**src/hdl/issue_pkg.sv**
```systemverilog
// Shared widths, tags, opcodes and bundle types of the out-of-order issue block.
// Compile this first. Every other file refers to it by scoped names.
package issue_pkg;

  // ========================================
  // Sizes
  // ========================================
  localparam int PREG_NUM  = 32;
  localparam int ROB_DEPTH = 16;
  localparam int DATA_W    = 32;

  typedef logic [$clog2(PREG_NUM)-1:0]  preg_t;
  typedef logic [$clog2(ROB_DEPTH)-1:0] rob_idx_t;
  typedef logic [DATA_W-1:0]            data_t;
  typedef logic [1:0]                   alu_op_t;

  // ALU opcodes
  localparam alu_op_t OP_ADD = 2'd0;
  localparam alu_op_t OP_SUB = 2'd1;
  localparam alu_op_t OP_AND = 2'd2;
  localparam alu_op_t OP_XOR = 2'd3;

  // ========================================
  // Bundles
  // ========================================
  // Renamed micro-op as it arrives from dispatch
  typedef struct packed {
    alu_op_t  op;
    rob_idx_t rob_idx;
    logic     age_bit;
    preg_t    pdest;
    preg_t    psrc0;
    logic     psrc0_valid;
    logic     psrc0_ready;
    preg_t    psrc1;
    logic     psrc1_valid;
    logic     psrc1_ready;
  } dispatch_t;

  typedef struct packed {
    logic      valid;
    logic      issued;
    dispatch_t uop;
  } rs_entry_t;

  // Source valid bits travel along so the ALU can zero unused operands
  typedef struct packed {
    alu_op_t  op;
    rob_idx_t rob_idx;
    preg_t    pdest;
    preg_t    psrc0;
    logic     psrc0_valid;
    preg_t    psrc1;
    logic     psrc1_valid;
  } issue_t;

  typedef struct packed {
    logic  valid;
    preg_t pdest;
    data_t data;
  } wb_t;

  typedef struct packed {
    rob_idx_t rob_idx;
    preg_t    pdest;
    data_t    data;
  } result_t;

endpackage

```
**src/hdl/issue_alu.sv**
```systemverilog
// Single-cycle integer ALU behind one reservation-station bank.
// Ready follows the stall input. On an issue handshake the operands come
// from the register file and the result is registered, so the result and
// its writeback lane are valid for exactly one cycle after issue.
`timescale 1ns/10ps

module issue_alu (
  input  logic                          clk,
  input  logic                          rst_n,
  input  logic                          flush_i,
  input  logic                          fu_stall_i,
  input  logic                          iss_valid_i,
  input  issue_pkg::issue_t             iss_i,
  output logic                          iss_ready_o,
  output issue_pkg::preg_t [1:0]        rd_addr_o,
  input  issue_pkg::data_t [1:0]        rd_data_i,
  output issue_pkg::wb_t                wb_o,
  output logic                          res_valid_o,
  output issue_pkg::result_t            res_o
);

  logic               fire;
  issue_pkg::data_t   opnd_a;
  issue_pkg::data_t   opnd_b;
  issue_pkg::data_t   alu_out;
  logic               res_valid_q;
  issue_pkg::result_t res_q;

  assign iss_ready_o = ~fu_stall_i;
  assign fire        = iss_valid_i & iss_ready_o;

  assign rd_addr_o[0] = iss_i.psrc0;
  assign rd_addr_o[1] = iss_i.psrc1;

  // Unused sources read as zero
  assign opnd_a = iss_i.psrc0_valid ? rd_data_i[0] : '0;
  assign opnd_b = iss_i.psrc1_valid ? rd_data_i[1] : '0;

  always_comb begin
    case (iss_i.op)
      issue_pkg::OP_ADD: alu_out = opnd_a + opnd_b;
      issue_pkg::OP_SUB: alu_out = opnd_a - opnd_b;
      issue_pkg::OP_AND: alu_out = opnd_a & opnd_b;
      default:           alu_out = opnd_a ^ opnd_b;
    endcase
  end

  // Flush drops whatever issues in the same cycle
  always_ff @(posedge clk or negedge rst_n) begin
    if (!rst_n) begin
      res_valid_q <= 1'b0;
    end else begin
      res_valid_q <= fire & ~flush_i;
    end
  end

  always_ff @(posedge clk) begin
    if (fire) begin
      res_q.rob_idx <= iss_i.rob_idx;
      res_q.pdest   <= iss_i.pdest;
      res_q.data    <= alu_out;
    end
  end

  assign res_valid_o = res_valid_q;
  assign res_o       = res_q;

  assign wb_o.valid = res_valid_q;
  assign wb_o.pdest = res_q.pdest;
  assign wb_o.data  = res_q.data;

endmodule

```
**config.mk**
```make
export PLATFORM = sky130hd
export DESIGN_NAME = issue_alu
export DESIGN_NICKNAME = d
export VERILOG_FILES = /design/src/hdl/issue_pkg.sv /design/src/hdl/issue_alu.sv
export SDC_FILE = /design/constraint.sdc
export NUM_CORES = 1
export LEC_CHECK = 0
export BUFFER_PORTS_ARGS = -buffer_cell sky130_fd_sc_hd__buf_2
export CORE_AREA = 2 2 126 141
export CTS_CLUSTER_DIAMETER = 50
export DETAILED_ROUTE_END_ITERATION = 16
export DIE_AREA = 0 0 128 143
export PLACE_DENSITY = 0.62
export RECOVER_POWER = 100
export SYNTH_ARGS = -nofsm -noshare
export SYNTH_HDL_FRONTEND = slang
export SYNTH_SLANG_ARGS = --single-unit
export TNS_END_PERCENT = 50
```
**constraint.sdc**
```tcl
create_clock -name clk -period 1.35 [get_ports clk]
set_input_delay 0.405 -clock clk [delete_from_list [all_inputs] [get_ports clk]]
set_output_delay 0.405 -clock clk [all_outputs]
set_load 0.02 [all_outputs]
```
* Yosys cells after proc, flatten, opt, wreduce, memory -nomap -nowiden
Cells that the tools add are included.
** Storage, ports and cells
- Bits in registers :: 42
- Word-level logic and storage cells :: 18
- Input port bits :: 92
** Cells by class
- Bitwise gates (word level) :: 6
- Equal/unequal tests :: 2
- Multiplexer cells :: 3
- $add $sub $neg :: 2
- Reductions and logical operators :: 1
** Operators by type and width (number)
- $pmux W32 S3 :: 1
- $mux W32 :: 2
- $add A32 B32 Y32 :: 1
- $and A32 B32 Y32 :: 1
- $sub A32 B32 Y32 :: 1
- $xor A32 B32 Y32 :: 1
- $and A1 B1 Y1 :: 2
- $eq A2 B1 Y1 const B :: 1
- $eq A2 B2 Y1 const B :: 1
- $logic_not A2 Y1 :: 1
- $not A1 Y1 :: 2

* Logic depth before layout (Yosys ltp)
- Depth after elaboration :: 3
- Mapped depth :: 19
- Depth with buffers taken out :: 16

* Worst setup path before layout
OpenSTA, ideal clock, no wires.
- Path kind :: input-to-reg
- Start point :: in rd_data_i[49] in the netlist's numbering
- End point :: reg res_q (netlist bit res_o[29]), data pin
- Library setup time :: 0.272 ns
- Cell stages on the path :: 14
- Setup slack :: -2.392 ns
- Arrival time :: 3.469 ns
- Buffers on the path :: 1
- Data required time :: 1.078 ns
- Cell sequence :: or4_4 > or4_4 > a21oi_1 > a21oi_1 > xnor2_1 > ha_1 > clkbuf_1 > a21o_1 > a21oi_1 > a21bo_2 > a21oi_1 > nor3b_1 > mux2_2 > a211oi_1
** Between the ends
- Longest elaborated chain between the ends :: 3
** Ends and longest elaborated chain
- from (decl) :: RTL line issue_alu.sv:16 : input issue_pkg::data_t [1:0] rd_data_i,
- $mux W32 (*) :: RTL line issue_alu.sv:37 : assign opnd_b = iss_i.psrc1_valid ? rd_data_i[1] : '0;
- $sub A32 B32 Y32 / $add A32 B32 Y32 (equally long branches) :: RTL line issue_alu.sv:42, issue_alu.sv:41
- $pmux W32 S3 (*) :: RTL line issue_alu.sv:40 : case (iss_i.op)
- via alu_out[29] :: RTL line issue_alu.sv:25 : issue_pkg::data_t alu_out;
- to (decl) :: RTL line issue_alu.sv:27 : issue_pkg::result_t res_q;
The timed path passes the listed nets; every way through them passes the cells marked *.
A chain may end at the register's enable or synchronous reset.

* Worst setup path in the final report
- Start point :: in rd_data_i[49] in the netlist's numbering
- End point :: reg res_q (netlist bit res_o[25]), data pin
The elaborated chain is that of the path after synthesis.

==> impl_metrics.csv <==
group,metric,value,unit
yosys,yosys_most_used_dff,"edfxtp_1",
status,violations,"negative setup slack",
timing,rsz0062_at_grt,"true",
power_and_ir_drop,ir_worst_vdd,498,uV
power_and_ir_drop,power,7270,uW
route,wl,19.9,mm
timing,relSlewSlack,64.0,%
yosys,ys_async_sr_fraction,2.38,%
setup_path,crit_arrival,3.46,ns
floorplan,core,16800,sq um
global_route,grt_pass1_vias,6063,
floorplan,die_x,128,um
route,route.detailed.drc,0,
yosys,syn_avg_cell_area,8.29,sq um
layout,antennaDiodeCount,0,
route,first_pass_iters,5,
place,pre_cts_slack,-2.41,ns
setup_path,critPathKind,"in2reg",
timing,finalMaxSlewViolations,0,
power_and_ir_drop,power_leakage,0.00448,uW
route,drt_iter0_drc,360,
route,ant_nets,0,
timing,hold_violations,0,
yosys,ys_types,66,
clocking,tritoncts,"built",
place,place_congestion,0.932,
timing,setup_violations,33,
timing,layout_setup_ws,-2.05,ns
layout,fill_cells,1475,
clocking,cts_buffers,5,
clocking,root_buffer,"clkbuf_16",
yosys,yosys_warnings,0,
clocking,cts.sinks,42,
timing,fmax,294,MHz
global_route,grt_max_degree,50,
global_route,grt_usage,20.6,%
timing,fin_crit,3.40,ns
timing,worst_pin_slew,0.540,ns
status,outcome,"finished, violations left",
hold_path,worstHoldPathCells,2,
yosys,synth_area,5820,sq um
hold_path,worstHoldStart,"flush_i",
floorplan,placementRows,50,
timing,fin_tns_setup,-49.73,ns
floorplan,die_h,143,um
global_route,grt_first_pass_wirelength,29.9,mm
route,wire_per_inst,16.0,um
yosys,synth_edf_count,41,
layout,area.growth.synth_to_final,59.5,%
yosys,synthCells,702,
yosys,synth-seq-area-share,21.6,%
layout,nNetsFinal,1192,
setup_path,cp.required,1.41,ns
place,portBuffers,162,
hold_path,holdPathEnd,"res_valid_o",
clocking,clock_path_buffers,2,
clocking,path_clk_slew,0.07,ns
route,vias,6344,
floorplan,die_area,18300,sq um
layout,layout-drive-gt1-share,54.0,%
power_and_ir_drop,p_per_area,783,nW/um^2
setup_path,start_kind,"input port",
floorplan,initial_utilization,34.7,%
hold_path,hold_path.class,"in2reg",
global_route,antenna_found_initial,0,
yosys,ys_ff_latch,42,
floorplan,ioPinCount,183,
setup_path,setup.worst_path.end_class,"flop",
setup_path,crit_fanout,4,
global_route,grt-ovfl-total,0,
layout,post-route-util,55.4,%
timing,post-route-period-util,252,%
place,dp_hpwl,15.7,mm
yosys,syn_nets,859,
clocking,h-tree-depth,2,
flow_run,maxCapViolations,0,
route,viasPerCell,5.10,
## cell usage after synthesis (3+ instances only)
library cell	number	area (sq um)
or3_1	7	43.8
o31ai_1	9	67.6
buf_4	48	360
xnor2_1	28	245
nor3_1	5	25.0
nand3_1	8	40.0
ha_1	64	801
a41oi_1	3	26.3
nor2_1	46	173
clkbuf_8	5	68.8
nor3b_1	4	30.0
mux2i_1	22	220
a31oi_1	14	87.6
nor2b_1	11	68.8
inv_1	24	90.1
o21ai_0	41	205
nand2_1	57	214
mux2_2	8	90.1
clkbuf_1	20	75.1
nand4_1	5	31.3
xor2_1	18	158
and3_1	4	25.0
nand2b_1	8	50.1
o41ai_1	3	26.3
a211oi_1	10	75.1
and2_1	53	332
a21oi_1	54	270
o211ai_1	4	30.0
nor4_1	11	68.8
buf_1	4	15.0
o21bai_1	3	22.5
edfxtp_1	41	1230
a21o_1	15	113
o21a_1	5	37.5
## critical path: stages
cell,delay (ns)
buf_6,0.09
or4_4,0.53
or4_4,0.48
a21oi_4,0.20
buf_6,0.12
nor2_4,0.04
xnor2_2,0.20
ha_4,0.26
a21oi_4,0.17
buf_6,0.12
o21ai_4,0.05
buf_4,0.13
buf_4,0.12
or3_1,0.34
a31o_2,0.20
## cells by family (layout without fill, tap and decap cells)
family	after synthesis	count (layout)	share of synthesized area (%)
xor gates and xnor gates	46	46	6.92
adders and majority gates	65	65	14.1
buffers and inverters	104	438	10.9
and+or+nand+nor	231	231	20.8
AOI/OAI and AO/OA	184	184	20.3
muxes	30	30	5.33
DFF	42	42	21.6
## layout by cell type, fill, tap and decap left out, types with 8 or more instances in the layout
| master | Yosys | routed |
|---|---|---|
| mux2i_1 | 22 | 22 |
| o21ai_2 | 0 | 10 |
| o21ai_1 | 1 | 13 |
| edfxtp_1 | 41 | 41 |
| nor2b_1 | 11 | 10 |
| buf_6 | 0 | 22 |
| a21oi_2 | 1 | 23 |
| inv_1 | 24 | 23 |
| xor2_1 | 18 | 17 |
| a21oi_1 | 54 | 24 |
| xnor2_1 | 28 | 23 |
| buf_2 | 2 | 80 |
| nor2_1 | 46 | 40 |
| o21ai_0 | 41 | 15 |
| and2_1 | 53 | 50 |
| ha_1 | 64 | 55 |
| a21oi_4 | 0 | 8 |
| a21o_1 | 15 | 15 |
| nand2_1 | 57 | 46 |
| clkbuf_2 | 0 | 76 |
| buf_4 | 48 | 223 |
## report_power, final
group	internal (uW)	total, uW	switching [uW]
Sequential	1610	1670	61.0
Clock	682	1230	544
Combinational	2110	4370	2260
## registers in the layout (all words and copies together) (netlist names)
register,cells
res_o,41
res_valid_o,1
## area by class of cell
type | instances | area [sq um] | area share (%)
multi-input combinational | 556 | 4800 | 51.7
clock inverter | 2 | 10.0 | 0.108
tap | 208 | 260 | 2.80
clock buffer | 6 | 129 | 1.39
timing repair buffer | 406 | 2740 | 29.5
sequential | 42 | 1260 | 13.5
inverter | 24 | 90.1 | 0.971
## metal layers
layer	wire, um	track usage (%)	up-vias
li1	-	-	3172
met1	8870	26.7	2937
met2	9600	35.4	196
met3	836	2.51	39
met4	591	7.11	0
met5	0	0	-
## worst max path at each step
stage | slack, ns | cells after the start | start | end
floorplan | -2.22 | 14 | rd_data_i[49] | res_o[29]
global placement | -2.37 | 15 | rd_data_i[49] | res_o[29]
detailed placement | -2.41 | 15 | rd_data_i[49] | res_o[29]
CTS | -2.04 | 15 | rd_data_i[49] | res_o[31]
global route | -2.15 | 16 | rd_data_i[49] | res_o[29]
finish | -2.05 | 15 | rd_data_i[49] | res_o[25]
## what timing repair did
action,4_1_cts,5_1_grt
setup endpoints to repair,34,36
pin swaps,61,60
hold endpoints to repair,1,0
gates resized for setup,61,83
hold buffers,1,0
cloned,0,0
setup buffers,12,19
## through the flow
step | cell area (sq um) | hold slack (ns) | instances
2_1_floorplan | 6210 | 0.109 | 702
3_3_place_gp | 8280 | 0.180 | 1208
3_5_place_dp | 8280 | 0.182 | 1208
4_1_cts | 8770 | 0.257 | 1227
5_1_grt | 9280 | 0.271 | 1244
6_report | 9280 | 0.261 | 1244
(Power assumes the default switching activity.)
