<file path="src/hdl/issue_pkg.sv">
// Shared widths, tags, opcodes and bundle types of the out-of-order issue block.
// Compile this first. Every other file refers to it by scoped names.
package issue_pkg;

  // ========================================
  // Sizes
  // ========================================
  localparam int PREG_NUM  = 32;
  localparam int ROB_DEPTH = 16;
  localparam int DATA_W    = 32;

  typedef logic [$clog2(PREG_NUM)-1:0]  preg_t;
  typedef logic [$clog2(ROB_DEPTH)-1:0] rob_idx_t;
  typedef logic [DATA_W-1:0]            data_t;
  typedef logic [1:0]                   alu_op_t;

  // ALU opcodes
  localparam alu_op_t OP_ADD = 2'd0;
  localparam alu_op_t OP_SUB = 2'd1;
  localparam alu_op_t OP_AND = 2'd2;
  localparam alu_op_t OP_XOR = 2'd3;

  // ========================================
  // Bundles
  // ========================================
  // Renamed micro-op as it arrives from dispatch
  typedef struct packed {
    alu_op_t  op;
    rob_idx_t rob_idx;
    logic     age_bit;
    preg_t    pdest;
    preg_t    psrc0;
    logic     psrc0_valid;
    logic     psrc0_ready;
    preg_t    psrc1;
    logic     psrc1_valid;
    logic     psrc1_ready;
  } dispatch_t;

  typedef struct packed {
    logic      valid;
    logic      issued;
    dispatch_t uop;
  } rs_entry_t;

  // Source valid bits travel along so the ALU can zero unused operands
  typedef struct packed {
    alu_op_t  op;
    rob_idx_t rob_idx;
    preg_t    pdest;
    preg_t    psrc0;
    logic     psrc0_valid;
    preg_t    psrc1;
    logic     psrc1_valid;
  } issue_t;

  typedef struct packed {
    logic  valid;
    preg_t pdest;
    data_t data;
  } wb_t;

  typedef struct packed {
    rob_idx_t rob_idx;
    preg_t    pdest;
    data_t    data;
  } result_t;

endpackage

</file>
<file path="src/hdl/rs_bank.sv">
// One bank of the non-compacting reservation station.
// Dispatch fills the lowest free slot, writeback lanes wake up sources and
// the oldest ready entry goes to the bank's ALU. An issued slot is reusable
// from the cycle after the issue handshake.
`timescale 1ns/10ps

module rs_bank #(
  parameter int BANK_SIZE = 4,
  parameter int WB_NUM    = 3
) (
  input  logic                               clk,
  input  logic                               rst_n,
  input  logic                               flush_i,
  input  logic                               disp_valid_i,
  input  issue_pkg::dispatch_t               disp_i,
  output logic                               disp_ready_o,
  input  issue_pkg::wb_t [WB_NUM-1:0]        wb_i,
  input  logic                               iss_ready_i,
  output logic                               iss_valid_o,
  output issue_pkg::issue_t                  iss_o
);

  localparam int SLOT_W = (BANK_SIZE > 1) ? $clog2(BANK_SIZE) : 1;

  issue_pkg::rs_entry_t [BANK_SIZE-1:0] ent_q;
  issue_pkg::rs_entry_t [BANK_SIZE-1:0] ent_d;

  logic [BANK_SIZE-1:0] free;
  logic [BANK_SIZE-1:0] rdy;
  logic [SLOT_W-1:0]    wr_idx;
  logic [SLOT_W-1:0]    sel_idx;
  logic                 sel_found;
  issue_pkg::dispatch_t disp_woken;
  issue_pkg::dispatch_t sel_uop;

  // True when any valid writeback lane carries this tag
  function automatic logic tag_hit(input issue_pkg::preg_t tag,
                                   input issue_pkg::wb_t [WB_NUM-1:0] wb);
    logic hit;
    hit = 1'b0;
    for (int l = 0; l < WB_NUM; l++) begin
      if (wb[l].valid && wb[l].pdest == tag) begin
        hit = 1'b1;
      end
    end
    return hit;
  endfunction

  // Wrap bits equal: smaller index is older, otherwise larger index is older
  function automatic logic is_older(input logic a_age, input issue_pkg::rob_idx_t a_idx,
                                    input logic b_age, input issue_pkg::rob_idx_t b_idx);
    return (a_age == b_age) ? (a_idx < b_idx) : (a_idx > b_idx);
  endfunction

  // ========================================
  // Slot status and allocation
  // ========================================
  always_comb begin
    wr_idx = '0;
    for (int j = 0; j < BANK_SIZE; j++) begin
      free[j] = ~ent_q[j].valid | ent_q[j].issued;
      rdy[j]  = ent_q[j].valid & ~ent_q[j].issued &
                (ent_q[j].uop.psrc0_ready | ~ent_q[j].uop.psrc0_valid) &
                (ent_q[j].uop.psrc1_ready | ~ent_q[j].uop.psrc1_valid);
    end
    // Scan downward so the lowest free slot is the one left standing
    for (int j = BANK_SIZE - 1; j >= 0; j--) begin
      if (free[j]) begin
        wr_idx = SLOT_W'(j);
      end
    end
  end

  assign disp_ready_o = |free;

  // A source written back in the dispatch cycle arrives already awake
  always_comb begin
    disp_woken = disp_i;
    if (tag_hit(disp_i.psrc0, wb_i)) begin
      disp_woken.psrc0_ready = 1'b1;
    end
    if (tag_hit(disp_i.psrc1, wb_i)) begin
      disp_woken.psrc1_ready = 1'b1;
    end
  end

  // ========================================
  // Oldest-first select
  // ========================================
  always_comb begin
    sel_found = 1'b0;
    sel_idx   = '0;
    for (int j = 0; j < BANK_SIZE; j++) begin
      if (rdy[j]) begin
        if (!sel_found || is_older(ent_q[j].uop.age_bit, ent_q[j].uop.rob_idx,
                                   ent_q[sel_idx].uop.age_bit,
                                   ent_q[sel_idx].uop.rob_idx)) begin
          sel_found = 1'b1;
          sel_idx   = SLOT_W'(j);
        end
      end
    end
  end

  assign sel_uop     = ent_q[sel_idx].uop;
  assign iss_valid_o = sel_found;

  always_comb begin
    iss_o.op          = sel_uop.op;
    iss_o.rob_idx     = sel_uop.rob_idx;
    iss_o.pdest       = sel_uop.pdest;
    iss_o.psrc0       = sel_uop.psrc0;
    iss_o.psrc0_valid = sel_uop.psrc0_valid;
    iss_o.psrc1       = sel_uop.psrc1;
    iss_o.psrc1_valid = sel_uop.psrc1_valid;
  end

  // ========================================
  // Next state: wakeup, issue mark, dispatch write
  // ========================================
  always_comb begin
    ent_d = ent_q;
    for (int j = 0; j < BANK_SIZE; j++) begin
      if (ent_q[j].valid) begin
        if (tag_hit(ent_q[j].uop.psrc0, wb_i)) begin
          ent_d[j].uop.psrc0_ready = 1'b1;
        end
        if (tag_hit(ent_q[j].uop.psrc1, wb_i)) begin
          ent_d[j].uop.psrc1_ready = 1'b1;
        end
      end
    end
    if (iss_valid_o && iss_ready_i) begin
      ent_d[sel_idx].issued = 1'b1;
    end
    // Never the selected slot, since that one is not free yet
    if (disp_valid_i && disp_ready_o) begin
      ent_d[wr_idx].valid  = 1'b1;
      ent_d[wr_idx].issued = 1'b0;
      ent_d[wr_idx].uop    = disp_woken;
    end
  end

  always_ff @(posedge clk or negedge rst_n) begin
    if (!rst_n) begin
      ent_q <= '0;
    end else if (flush_i) begin
      ent_q <= '0;
    end else begin
      ent_q <= ent_d;
    end
  end

endmodule

</file>
<file path="config.mk">
export PLATFORM = sky130hd
export DESIGN_NAME = rs_bank
export DESIGN_NICKNAME = d
export VERILOG_FILES = /design/src/hdl/issue_pkg.sv /design/src/hdl/rs_bank.sv
export SDC_FILE = /design/constraint.sdc
export NUM_CORES = 1
export LEC_CHECK = 0
export BUFFER_PORTS_ARGS = -buffer_cell sky130_fd_sc_hd__buf_4
export CAP_MARGIN = 20
export CORE_ASPECT_RATIO = 0.9
export CORE_MARGIN = 1.5
export CORE_UTILIZATION = 50
export CTS_BUF_LIST = sky130_fd_sc_hd__clkbuf_16
export DETAILED_ROUTE_END_ITERATION = 10
export GPL_TIMING_DRIVEN = 1
export PLACE_DENSITY_LB_ADDON = 0.15
export SYNTH_ARGS = -nofsm -noshare
export SYNTH_HDL_FRONTEND = slang
export SYNTH_SLANG_ARGS = --single-unit
</file>
<file path="constraint.sdc">
create_clock -name clk -period 9.2 [get_ports clk]
set_input_delay 1.84 -clock clk [delete_from_list [all_inputs] [get_ports clk]]
set_output_delay 1.84 -clock clk [all_outputs]
set_load 0.01 [all_outputs]
</file>
== After elaboration in Yosys (flattened, before gate mapping) ==
Index checks and enable logic that the tools add are counted.

* Word-level logic and storage cells: 271
* Register bits: 112
* Output and inout bits: 25
* Bits of input ports: 145

* Bitwise logic cells: 40
* $lt $le $gt $ge: 12
* Equal/unequal tests: 33
* Reductions and logical operators: 41
* Mux-type cells: 97

{| class="wikitable"
|+ Operator list
! kind !! count
|-
| bitwise mux 112 bit || 4
|-
| 2-to-1 mux 112 bit || 3
|-
| demux 28 bit (select 2 bit) || 4
|-
| binary-select mux 28 bit (select 2 bit) || 3
|-
| == test 5 bit || 30
|-
| 2-to-1 mux 1 bit || 68
|-
| 2-to-1 mux 27 bit || 2
|-
| 2-to-1 mux 26 bit || 2
|-
| 2-to-1 mux 24 bit || 2
|-
| logical AND 1 bit || 34
|-
| 2-to-1 mux 28 bit || 1
|-
| 2-to-1 mux 2 bit || 8
|-
| inverter 1 bit || 16
|-
| bitwise AND 1 bit || 12
|-
| > comparator 4 bit || 3
|-
| < comparator 2 x 3 -> 1 bit, second input constant || 4
|-
| < comparator 4 bit || 3
|-
| OR 1 bit || 12
|-
| >= comparator 2 x 1 -> 1 bit, second input constant || 2
|-
| OR reduction 4 bit || 1
|-
| == test 1 bit || 3
|-
| zero test 1 bit || 3
|-
| logical OR 1 bit || 3
|}

== Longest topological paths before layout ==
Gate-level depths: netlist of run 1.

* Depth after elaboration: 34
* Depth in mapped cells: 28

== Least setup slack after synthesis of run 1 ==
No wires, ideal clock.

* Path kind: flip-flop to output port
* From: register ent_q[22] in the netlist's numbering
* To: output port iss_o[10] in the netlist's numbering
* Path buffers: 3
* Data arrival time: 5,763 ps
* Data required time: 7,360 ps
* Cell stages (with the launch flop): 29
* Setup slack: 1,597 ps
* Path through: dfrtp_1 > inv_1 > ha_1 > a21oi_1 > a21oi_1 > nor2_1 > mux2_2 > o21ai_1 > buf_2 > mux2i_1 > ha_1 > nand4_1 > o21ai_0 > a31oi_1 > nor3_1 > o21ai_0 > nand3_2 > buf_2 > mux2i_1 > inv_1 > ha_1 > a21oi_1 > o21ai_0 > and4_1 > o21ai_0 > o311ai_1 > o21ai_2 > buf_6 > mux2_4

{| class="wikitable"
|+ RTL lines
! item !! RTL line !! source
|-
| start, declared || rs_bank.sv:25 || <nowiki>issue_pkg::rs_entry_t [BANK_SIZE-1:0] ent_q;</nowiki>
|-
| start signal, assigned || rs_bank.sv:150 || <nowiki>ent_q <= ent_d;</nowiki>
|-
| end, declared || rs_bank.sv:20 || <nowiki>output issue_pkg::issue_t iss_o</nowiki>
|}

==> run summary, run 1 <==
Mapped Cells: 813
crit-path max FO: 14
total of max-cap violations: 0
Startpoint Class: flop
I/O Buffers: 73
Fin. Hold Viols: 0
FF+latch count, synth: 112
Worst setup startpoint: ent_q[22]$_DFFE_PN0P_
drt initial violations: 423
Final HPWL DP: 15,190 um
drt pass-1 iters: 5
Clock Tree Root: clkbuf_16
Post-synth ARST share: 100.0%
Total Power: 0.001178 W
Synth Net Count: 970
nets: 1,008
Routed WL: 22,670 um
crit path buf inv count: 5
ys flop type: dfrtp_1
Lkg Pwr: 4.007 nW
Cell Area, Synth: 7587 um2
via/cell ratio: 6.019
Largest regs: ent_q (112)
delay-heaviest family, CP: compound AO/OA/AOI/OAI gates
# DRC: 0
starting density of the core: 51.38%
period utilisation layout: 94.25%
initial antenna violation count: 0
Slowest cell on crit path: mux2_2
RSZ-0062 raised after global routing: no
CTS tree: done
Vias: 6,344
minimum clock period: 8671 ps
number of synthesized flops with an enable pin: 0
postcts setup bufs: 0
critical path class: reg2out
vias in the first global route: 6,332
actual slew at the worst max-slew pin: 979.7 ps
status: finished, final reports clean
gr busiest metal: met2
fill count: 1,264
Horiz. Die Dim: 132.9 um
PwrDens: 136.8 nW/um2
Final ANT Viol Nets: 0
Seq/Total Area, Yosys: 36.94%
Reg clk slew, reported paths: 80 ps
Num CTS Buffers: 9
Synth Warn #: 0
Distinct cells, synth: 50
global placement routability congestion: 0.9222
worst r2r src: ent_q[22]$_DFFE_PN0P_
Diodes inserted: 0
VDD IR max: 0.0001083 V
post-layout util: 58.31%
CP Capture Type: output port
first-pass GRT wire length: 35,880 um
met3 GRT Util: 4.647%
most flop-heavy register: ent_q
required time worst endpoint: 7360 ps
post-CTS resize count: 0
Core Footprint: 14,770 um2
H-tree depth: 3
area grow syn2layout: 13.49%
site row count: 42
Die ar.: 15,920 um2
# IOs: 170
Mapped Avg Cell Area: 9.332 um2
layout cells sized above 1: 20.56%
CTS Hold Bufs: 0
crit-path max cell delay: 420 ps
GR Util All Layers: 29.53%
Fin Setup TNS: 0 ps
max-slew violations: 0
hold_sp: ent_q[24]$_DFFE_PN0P_
deepest clock path buffer count: 2
clock sink count: 112
clk_lat worst skew: 360 ps
setup violators final: 0
Overflow after GRT: 0
DIE HEIGHT: 119.9 um
Max Clock Freq: 115.3 MHz
Max transition margin: 34.24%
number of flip-flops under the largest register name: 112
Worst Clk Skew: 7.825 ps
Hold Path Class: reg2reg
drt wl/cell: 21.50 um
largest net degree at the start of global routing: 67
met1 usage: 41.61%
Data arrival, critical path: 6830 ps
met2 GRT Util: 46.45%
-- placed cells by master, fill, tap and decap left out, types with 9 or more instances in the layout --
master     Yosys  routed
dfrtp_1      112     112
nor4_1        31      31
mux2_4        15      15
o21ai_0       10       9
xnor2_1       32      32
ha_1          12      12
clkbuf_16      0       9
buf_4          0      87
a21oi_1       60      58
mux2_2        44      44
nand3_1       39      39
nand2_1      110     110
xor2_1       120     120
nor2_1        15      14
mux2i_1       11      11
inv_1         27      27
a22o_1        46      46
-- kinds of logic (layout without fill, tap and decap cells) --
group	count (synthesis)	in the layout	share of synthesized area (%)
AOI/OAI and AO/OA	148	148	13.46
xor gates and xnor gates	152	152	17.55
adders and majority gates	12	12	1.979
buffers and inverters	89	132	4.667
DFF	112	112	36.94
muxes	72	72	11.25
and+or+nand+nor	228	228	14.17
-- worst paths after layout --
| check | end | slack [ps] | cells past startpoint |
|---|---|---|---|
| worst min-delay path | ent_q[24]$_DFFE_PN0P_ | 500 | 1 |
| max in group asynchronous | ent_q[20]$_DFFE_PN0P_ | 6400 | 2 |
| worst max-delay path | iss_o[4] | 530 | 28 |
| min in group asynchronous | ent_q[73]$_DFFE_PN0P_ | 1480 | 1 |
| worst max register to register | ent_q[110]$_DFF_PN0_ | 3020 | 27 |
| worst min register to register | ent_q[24]$_DFFE_PN0P_ | 500 | 1 |
-- cells in the mapped netlist (all sizes together) (2+ instances only) --
library cell | number | area [um2]
a211oi | 9 | 72.57
a21o | 2 | 15.01
a21oi | 60 | 300.3
a221oi | 2 | 35.04
a22o | 46 | 402.9
a311oi | 2 | 17.52
and3 | 4 | 25.02
and4 | 2 | 17.52
buf | 11 | 61.31
clkbuf | 51 | 191.4
dfrtp | 112 | 2803
ha | 12 | 150.1
inv | 27 | 101.4
mux2 | 61 | 743.2
mux2i | 11 | 110.1
nand2 | 110 | 412.9
nand2b | 8 | 52.55
nand3 | 40 | 205.2
nand4 | 2 | 12.51
nor2 | 15 | 56.30
nor2b | 3 | 18.77
nor3 | 6 | 30.03
nor4 | 31 | 193.9
o211ai | 3 | 22.52
o21ai | 14 | 77.58
o22ai | 4 | 25.02
or3 | 2 | 12.51
xnor2 | 32 | 280.3
xor2 | 120 | 1051
-- layer usage --
layer	share of wire (%)	routed length [um]
met2	46	10480
met3	6.4	1455
met5	0	0
met1	45	10220
met4	2.2	500
-- cell type report --
| type | instances | area (um2) | area share [%] |
|---|---|---|---|
| well taps | 198 | 247.7 | 2.877 |
| inverters | 27 | 101.3 | 1.177 |
| repair buffers | 89 | 688.2 | 7.992 |
| multi-input cells | 612 | 4464 | 51.85 |
| clock inverters | 7 | 81.33 | 0.9445 |
| flip-flops and latches | 112 | 2803 | 32.55 |
| clock buffers | 9 | 225.2 | 2.616 |
-- per-stage QoR --
stage,setup WS (ps),cells,instance area [um2],hold slack (ps)
floorplan,1597,813,7587,460.6
global placement,837.5,1037,8282,476.6
detailed placement,729.8,1038,8297,481.8
CTS,273.8,1054,8603,503.2
global route,30.51,1054,8611,511.2
finish,528.9,1054,8611,502.0
-- where the power goes --
part	switching (W)	internal [W]	leakage, nW
clock	0.000198	0.000215	0.151
combinational	0.000138	0.000103	2.31
sequential	0.0000178	0.000507	1.54
total	0.000353	0.000825	4.01
Power figures use the tool's default switching activity.
==> run 2, diff against run 1 <==
--- a/config.mk
+++ b/config.mk
@@ -13,6 +13,8 @@
 export CTS_BUF_LIST = sky130_fd_sc_hd__clkbuf_16
 export DETAILED_ROUTE_END_ITERATION = 10
 export GPL_TIMING_DRIVEN = 1
+export HOLD_SLACK_MARGIN = 0.03
+export MAX_ROUTING_LAYER = met4
 export PLACE_DENSITY_LB_ADDON = 0.15
 export SYNTH_ARGS = -nofsm -noshare
 export SYNTH_HDL_FRONTEND = slang
==> constraint.sdc (replaced) <==
create_clock -name clk -period 11.1 [get_ports clk]
set_input_delay 2.22 -clock clk [delete_from_list [all_inputs] [get_ports clk]]
set_output_delay 2.22 -clock clk [all_outputs]
set_load 0.01 [all_outputs]
==> run 2 against run 1 <==
Against the previous run: clock power decreased by 25%; die area unchanged; sequential cell count did not move; critical path depth unchanged; sequential power decreased by 17%; non-clock buffer count is 2 lower; utilization is 0.39 points lower; setup slack better by 980 ps; critical path type unchanged; largest power group unchanged; highest routed layer unchanged.
==> run summary, run 2 (same netlist as run 1, synthesis figures left out) <==
CTS Hold Bufs: 0 (unchanged)
GR Util All Layers: 30.20% (was 29.53%)
Die ar.: 15,920 um2 (unchanged)
postcts setup bufs: 0 (unchanged)
vias in the first global route: 6,291 (was 6,332)
Largest regs: ent_q (112) (unchanged)
nets: 1,006 (was 1,008)
global placement routability congestion: 0.9413 (was 0.9222)
fill count: 1,308 (was 1,264)
most common cell after layout, fill and taps aside: xor2_1 (unchanged)
Worst Clk Skew: 8.532 ps (was 7.825 ps)
status: finished, final reports clean (unchanged)
RSZ-0062 raised after global routing: no (unchanged)
Data arrival, critical path: 7370 ps (was 6830 ps)
Most common cell on crit path: o21ai_0
Final ANT Viol Nets: 0 (unchanged)
actual slew at the worst max-slew pin: 999.2 ps (was 979.7 ps)
met3 GRT Util: 6.633% (was 4.647%)
Fin. Hold Viols: 0 (unchanged)
most flop-heavy register: ent_q (unchanged)
starting density of the core: 51.38% (unchanged)
Diodes inserted: 0 (unchanged)
drt pass-1 iters: 5 (unchanged)
number of flip-flops under the largest register name: 112 (unchanged)
# IOs: 170 (unchanged)
Max Clock Freq: 104.3 MHz
Core Footprint: 14,770 um2 (unchanged)
Max transition margin: 33.03% (was 34.24%)
post-CTS resize count: 0 (unchanged)
Slowest cell on crit path: o21ai_4 (was mux2_2)
critical path class: reg2out (unchanged)
met2 GRT Util: 45.18% (was 46.45%)
Vias: 6,289 (was 6,344)
max-slew violations: 0 (unchanged)
clock sink count: 112 (unchanged)
minimum clock period: 9590 ps
total of max-cap violations: 0 (unchanged)
Routed WL: 22,970 um (was 22,670 um)
PwrDens: 110.6 nW/um2 (was 136.8 nW/um2)
required time worst endpoint: 8880 ps (was 7360 ps)
drt wl/cell: 21.84 um (was 21.50 um)
Startpoint Class: flop (unchanged)
Horiz. Die Dim: 132.9 um (unchanged)
first-pass GRT wire length: 35,480 um (was 35,880 um)
Clock Tree Root: clkbuf_16 (unchanged)
DIE HEIGHT: 119.9 um (unchanged)
drt initial violations: 491 (was 423)
Lkg Pwr: 3.975 nW (was 4.007 nW)
VDD IR max: 0.00009366 V (was 0.0001083 V)
Overflow after GRT: 0 (unchanged)
H-tree depth: 3 (unchanged)
Hold Path Class: reg2reg (unchanged)
CTS tree: done (unchanged)
I/O Buffers: 73 (unchanged)
most frequent cells in the layout: 120 x xor2_1, 112 x dfrtp_1, 110 x nand2_1 (unchanged)
multi-input logic area: 4457 um2 (was 4464 um2)
initial antenna violation count: 0 (unchanged)
deepest clock path buffer count: 2 (unchanged)
period utilisation layout: 86.40%
via/cell ratio: 5.978 (was 6.019)
Fin Setup TNS: 0 ps (unchanged)
clk_lat worst skew: 360 ps (about the same)
largest net degree at the start of global routing: 77 (was 67)
Final HPWL DP: 15,480 um (was 15,190 um)
site row count: 42 (unchanged)
# DRC: 0 (unchanged)
met1 usage: 40.60% (was 41.61%)
Num CTS Buffers: 9 (unchanged)
storage element area: 2803 um2 (unchanged)
post-layout util: 57.92% (was 58.31%)
layout cells sized above 1: 20.14% (was 20.56%)
setup violators final: 0 (unchanged)
Reg clk slew, reported paths: 80 ps (about the same)
crit-path max cell delay: 620 ps (was 420 ps)
gr busiest metal: met2 (unchanged)
crit-path max FO: 15 (was 14)
CP Capture Type: output port (unchanged)
area grow syn2layout: 12.73% (was 13.49%)
[run 2: final cells by class]
class | count | share of cell area [%]
Clock buffer | 9 | 2.633
Clock inverter | 7 | 0.5413
Inverter | 27 | 1.185
Multi-Input combinational cell | 612 | 52.11
Sequential cell | 112 | 32.77
Tap cell | 198 | 2.896
Timing Repair Buffer | 87 | 7.870
[run 2: power by group]
| part | switching, W | total (W) | internal (W) |
|---|---|---|---|
| clock | 0.000159 | 0.000311 | 0.000153 |
| combinational | 0.000114 | 0.000200 | 0.0000860 |
| sequential | 0.0000148 | 0.000435 | 0.000420 |
[run 2: per-layer routing]
layer  share of wire, %  up-vias
met1                 44     3101
met5                  0        -
met4                2.8        0
met2                 45      252
li1                   -     2882
met3                7.7       54
[run 2: critical path: cells and delay by family (launching register included)]
kind                       cells  cell delay (ps)
AOI/OAI and AO/OA             11             2420
adders and majority gates      3              950
buffers and inverters          5              970
DFF                            1              350
muxes                          4             1360
and+or+nand+nor                5              910
[run 2: through the flow]
stage / setup WS [ps] / cells / instance area [um2] / total power, W / hold slack [ps]
after floorplan: 3117 / 813 / 7587 / 0.0005643 / 460.6
after global placement: 2096 / 1035 / 8254 / 0.0006323 / 476.5
after detailed placement: 1994 / 1035 / 8254 / 0.0006388 / 480.9
after CTS: 1529 / 1051 / 8526 / 0.0009517 / 505.1
after global routing: 1030 / 1052 / 8553 / 0.0009870 / 524.6
final: 1510 / 1052 / 8553 / 0.0009457 / 502.9
[run 2: worst paths after layout]
kind / start / to / slack [ps] / depth (start not counted)
max reg2reg: ent_q[22]$_DFFE_PN0P_ / ent_q[110]$_DFF_PN0_ / 4330 / 27
max in group asynchronous: rst_n / ent_q[30]$_DFFE_PN0P_ / 8240 / 3
max: ent_q[22]$_DFFE_PN0P_ / iss_o[9] / 1510 / 28
min in group asynchronous: rst_n / ent_q[17]$_DFFE_PN0P_ / 1820 / 1
min reg2reg: ent_q[24]$_DFFE_PN0P_ / ent_q[24]$_DFFE_PN0P_ / 500 / 1
min: ent_q[24]$_DFFE_PN0P_ / ent_q[24]$_DFFE_PN0P_ / 500 / 1
==> run 3, diff against run 2 <==
--- a/config.mk
+++ b/config.mk
@@ -12,7 +12,7 @@
 export CORE_UTILIZATION = 50
 export CTS_BUF_LIST = sky130_fd_sc_hd__clkbuf_16
 export DETAILED_ROUTE_END_ITERATION = 10
-export GPL_TIMING_DRIVEN = 1
+export GPL_TIMING_DRIVEN = 0
 export HOLD_SLACK_MARGIN = 0.03
 export MAX_ROUTING_LAYER = met4
 export PLACE_DENSITY_LB_ADDON = 0.15
==> run 3 against run 2 <==
Against the previous run: clock skew about the same; highest routed layer unchanged; largest power group unchanged; critical path depth up 1; setup slack got worse by 840 ps; non-clock buffer count is 21 higher; global-route usage increased by 3.0 points; final area shrank 0.51%; register-to-register slack got worse by 810 ps.
==> run summary, run 3 (same netlist as run 1, synthesis figures left out) <==
total of max-cap violations: 0 (unchanged)
max-slew violations: 0 (unchanged)
Max transition margin: 29.41% (was 33.03%)
Core Footprint: 14,770 um2 (unchanged)
Top Layer Used: met4 (unchanged)
Final HPWL DP: 17,330 um (was 15,480 um)
Routed WL: 24,860 um (was 22,970 um)
Die ar.: 15,920 um2 (unchanged)
VDD IR max: 0.0001019 V (was 0.00009366 V)
first-pass GRT wire length: 38,380 um (was 35,480 um)
multi-input logic area: 4431 um2 (was 4457 um2)
via/cell ratio: 6.140 (was 5.978)
drt initial violations: 663 (was 491)
number of flip-flops under the largest register name: 112 (unchanged)
Hold Path Class: reg2reg (unchanged)
PwrDens: 115.5 nW/um2 (was 110.6 nW/um2)
drt wl/cell: 23.16 um (was 21.84 um)
drt pass-1 iters: 5 (unchanged)
actual slew at the worst max-slew pin: 1052 ps (was 999.2 ps)
Fin. Hold Viols: 0 (unchanged)
GR Util All Layers: 33.18% (was 30.20%)
minimum clock period: 10,430 ps (was 9590 ps)
Largest regs: ent_q (112) (unchanged)
crit-path max cell delay: 640 ps (was 620 ps)
layout cells sized above 1: 15.43% (was 20.14%)
Overflow after GRT: 0 (unchanged)
period utilisation layout: 94.01% (was 86.40%)
critical path class: reg2out (unchanged)
storage element area: 2803 um2 (unchanged)
post-CTS resize count: 0 (unchanged)
WL met3: 2537 um (was 1760 um)
clk_lat worst skew: 370 ps (was 360 ps)
Inst Count DP: 1,056 (was 1,035)
CTS Hold Bufs: 0 (unchanged)
Num CTS Buffers: 9 (unchanged)
largest net degree at the start of global routing: 68 (was 77)
starting density of the core: 51.38% (unchanged)
RSZ-0062 raised after global routing: no (unchanged)
Final ANT Viol Nets: 0 (unchanged)
Metal-1 WL: 10,820 um (was 10,130 um)
Reg clk slew, reported paths: 80 ps (about the same)
Worst Clk Skew: 8.452 ps (was 8.532 ps)
I/O Buffers: 44 (was 73)
vias in the first global route: 6,474 (was 6,291)
status: finished, final reports clean (unchanged)
Fin Setup TNS: 0 ps (unchanged)
setup violators final: 0 (unchanged)
nets: 1,027 (was 1,006)
Startpoint Class: flop (unchanged)
fill count: 1,299 (was 1,308)
site row count: 42 (unchanged)
area grow syn2layout: 12.15% (was 12.73%)
postcts setup bufs: 0 (unchanged)
DIE HEIGHT: 119.9 um (unchanged)
Diodes inserted: 0 (unchanged)
most common cell after layout, fill and taps aside: xor2_1 (unchanged)
CP Capture Type: output port (unchanged)
Max Clock Freq: 95.83 MHz (was 104.3 MHz)
required time worst endpoint: 8880 ps (about the same)
global placement routability congestion: 0.9782 (was 0.9413)
# DRC: 0 (unchanged)
crit-path max FO: 10 (was 15)
initial antenna violation count: 0 (unchanged)
Data arrival, critical path: 8210 ps (was 7370 ps)
Layout Cells excl Fill: 1,073 (was 1,052)
Slowest cell on crit path: o21ai_1 (was o21ai_4)
most flop-heavy register: ent_q (unchanged)
Horiz. Die Dim: 132.9 um (unchanged)
Clock Tree Root: clkbuf_16 (unchanged)
clock sink count: 112 (unchanged)
CTS tree: done (unchanged)
routed wl met2: 10,920 um (was 10,450 um)
# IOs: 170 (unchanged)
Lkg Pwr: 3.885 nW (was 3.975 nW)
most frequent cells in the layout: 120 x xor2_1, 112 x dfrtp_1, 110 x nand2_1 (unchanged)
Vias: 6,588 (was 6,289)
deepest clock path buffer count: 2 (unchanged)
H-tree depth: 3 (unchanged)
[run 3: cell count changes in the layout (fill, tap and decap cells not counted), moves of 2 or more]
cell / change
a21oi_1: +2
a21oi_2: -2
buf_1: +5
buf_2: +5
buf_4: -42
buf_6: +2
clkbuf_1: +51
clkinv_1: -2
[run 3: worst paths after layout]
kind,depth (start not counted),slack (ps),endpoint,start
max,29,670,iss_o[16],ent_q[22]$_DFFE_PN0P_
min,1,500,ent_q[16]$_DFFE_PN0P_,ent_q[16]$_DFFE_PN0P_
min in group asynchronous,1,1870,ent_q[73]$_DFFE_PN0P_,rst_n
max in group asynchronous,2,8460,ent_q[27]$_DFFE_PN0P_,rst_n
max reg2reg,28,3520,ent_q[54]$_DFF_PN0_,ent_q[22]$_DFFE_PN0P_
min reg2reg,1,500,ent_q[16]$_DFFE_PN0P_,ent_q[16]$_DFFE_PN0P_
[run 3: cell type report]
| class | instances | area share, % |
|---|---|---|
| well taps | 198 | 2.911 |
| inverters | 27 | 1.191 |
| multi-input cells | 612 | 52.07 |
| clock inverters | 7 | 1.015 |
| repair buffers | 46 | 4.264 |
| flip-flops and latches | 112 | 32.94 |
| clock buffers | 9 | 2.647 |
| plain buffers | 62 | 2.970 |
[run 3: critical path, delay by kind of cell, from the launching register on]
| kind | cells | cell delay (ps) |
|---|---|---|
| AO/OA/AOI/OAI | 12 | 3280 |
| buffers and inverters | 6 | 1420 |
| AND/OR/NAND/NOR | 4 | 600 |
| flip-flops | 1 | 350 |
| adder cells (fa/ha/maj) | 3 | 950 |
| multiplexers | 4 | 1230 |
[run 3: per-stage QoR]
stage | area, um2 | util, % | hold WS (ps) | total power (W) | setup slack (ps)
floorplan | 7587 | - | 460.6 | 0.0005643 | 3117
global placement | 8165 | 55.30 | 476.9 | 0.0006298 | 1338
detailed placement | 8193 | 55.48 | 479.5 | 0.0006378 | 1260
CTS | 8504 | 57.59 | 505.6 | 0.0009848 | 811.5
global route | 8509 | 57.63 | 512.0 | 0.001021 | 238.5
finish | 8509 | 57.63 | 502.2 | 0.0009828 | 665.3
[run 3: power breakdown]
part	internal, W	switching, W
clock network	0.000181	0.000168
registers	0.000420	0.0000157
logic	0.0000805	0.000119
total	0.000681	0.000302
[run 3: per-layer routing]
metal / track usage, % / up-vias
met3: 8.745 / 52
met2: 47.20 / 373
met4: 10.71 / 0
met5: - / -
li1: - / 2937
met1: 46.13 / 3226
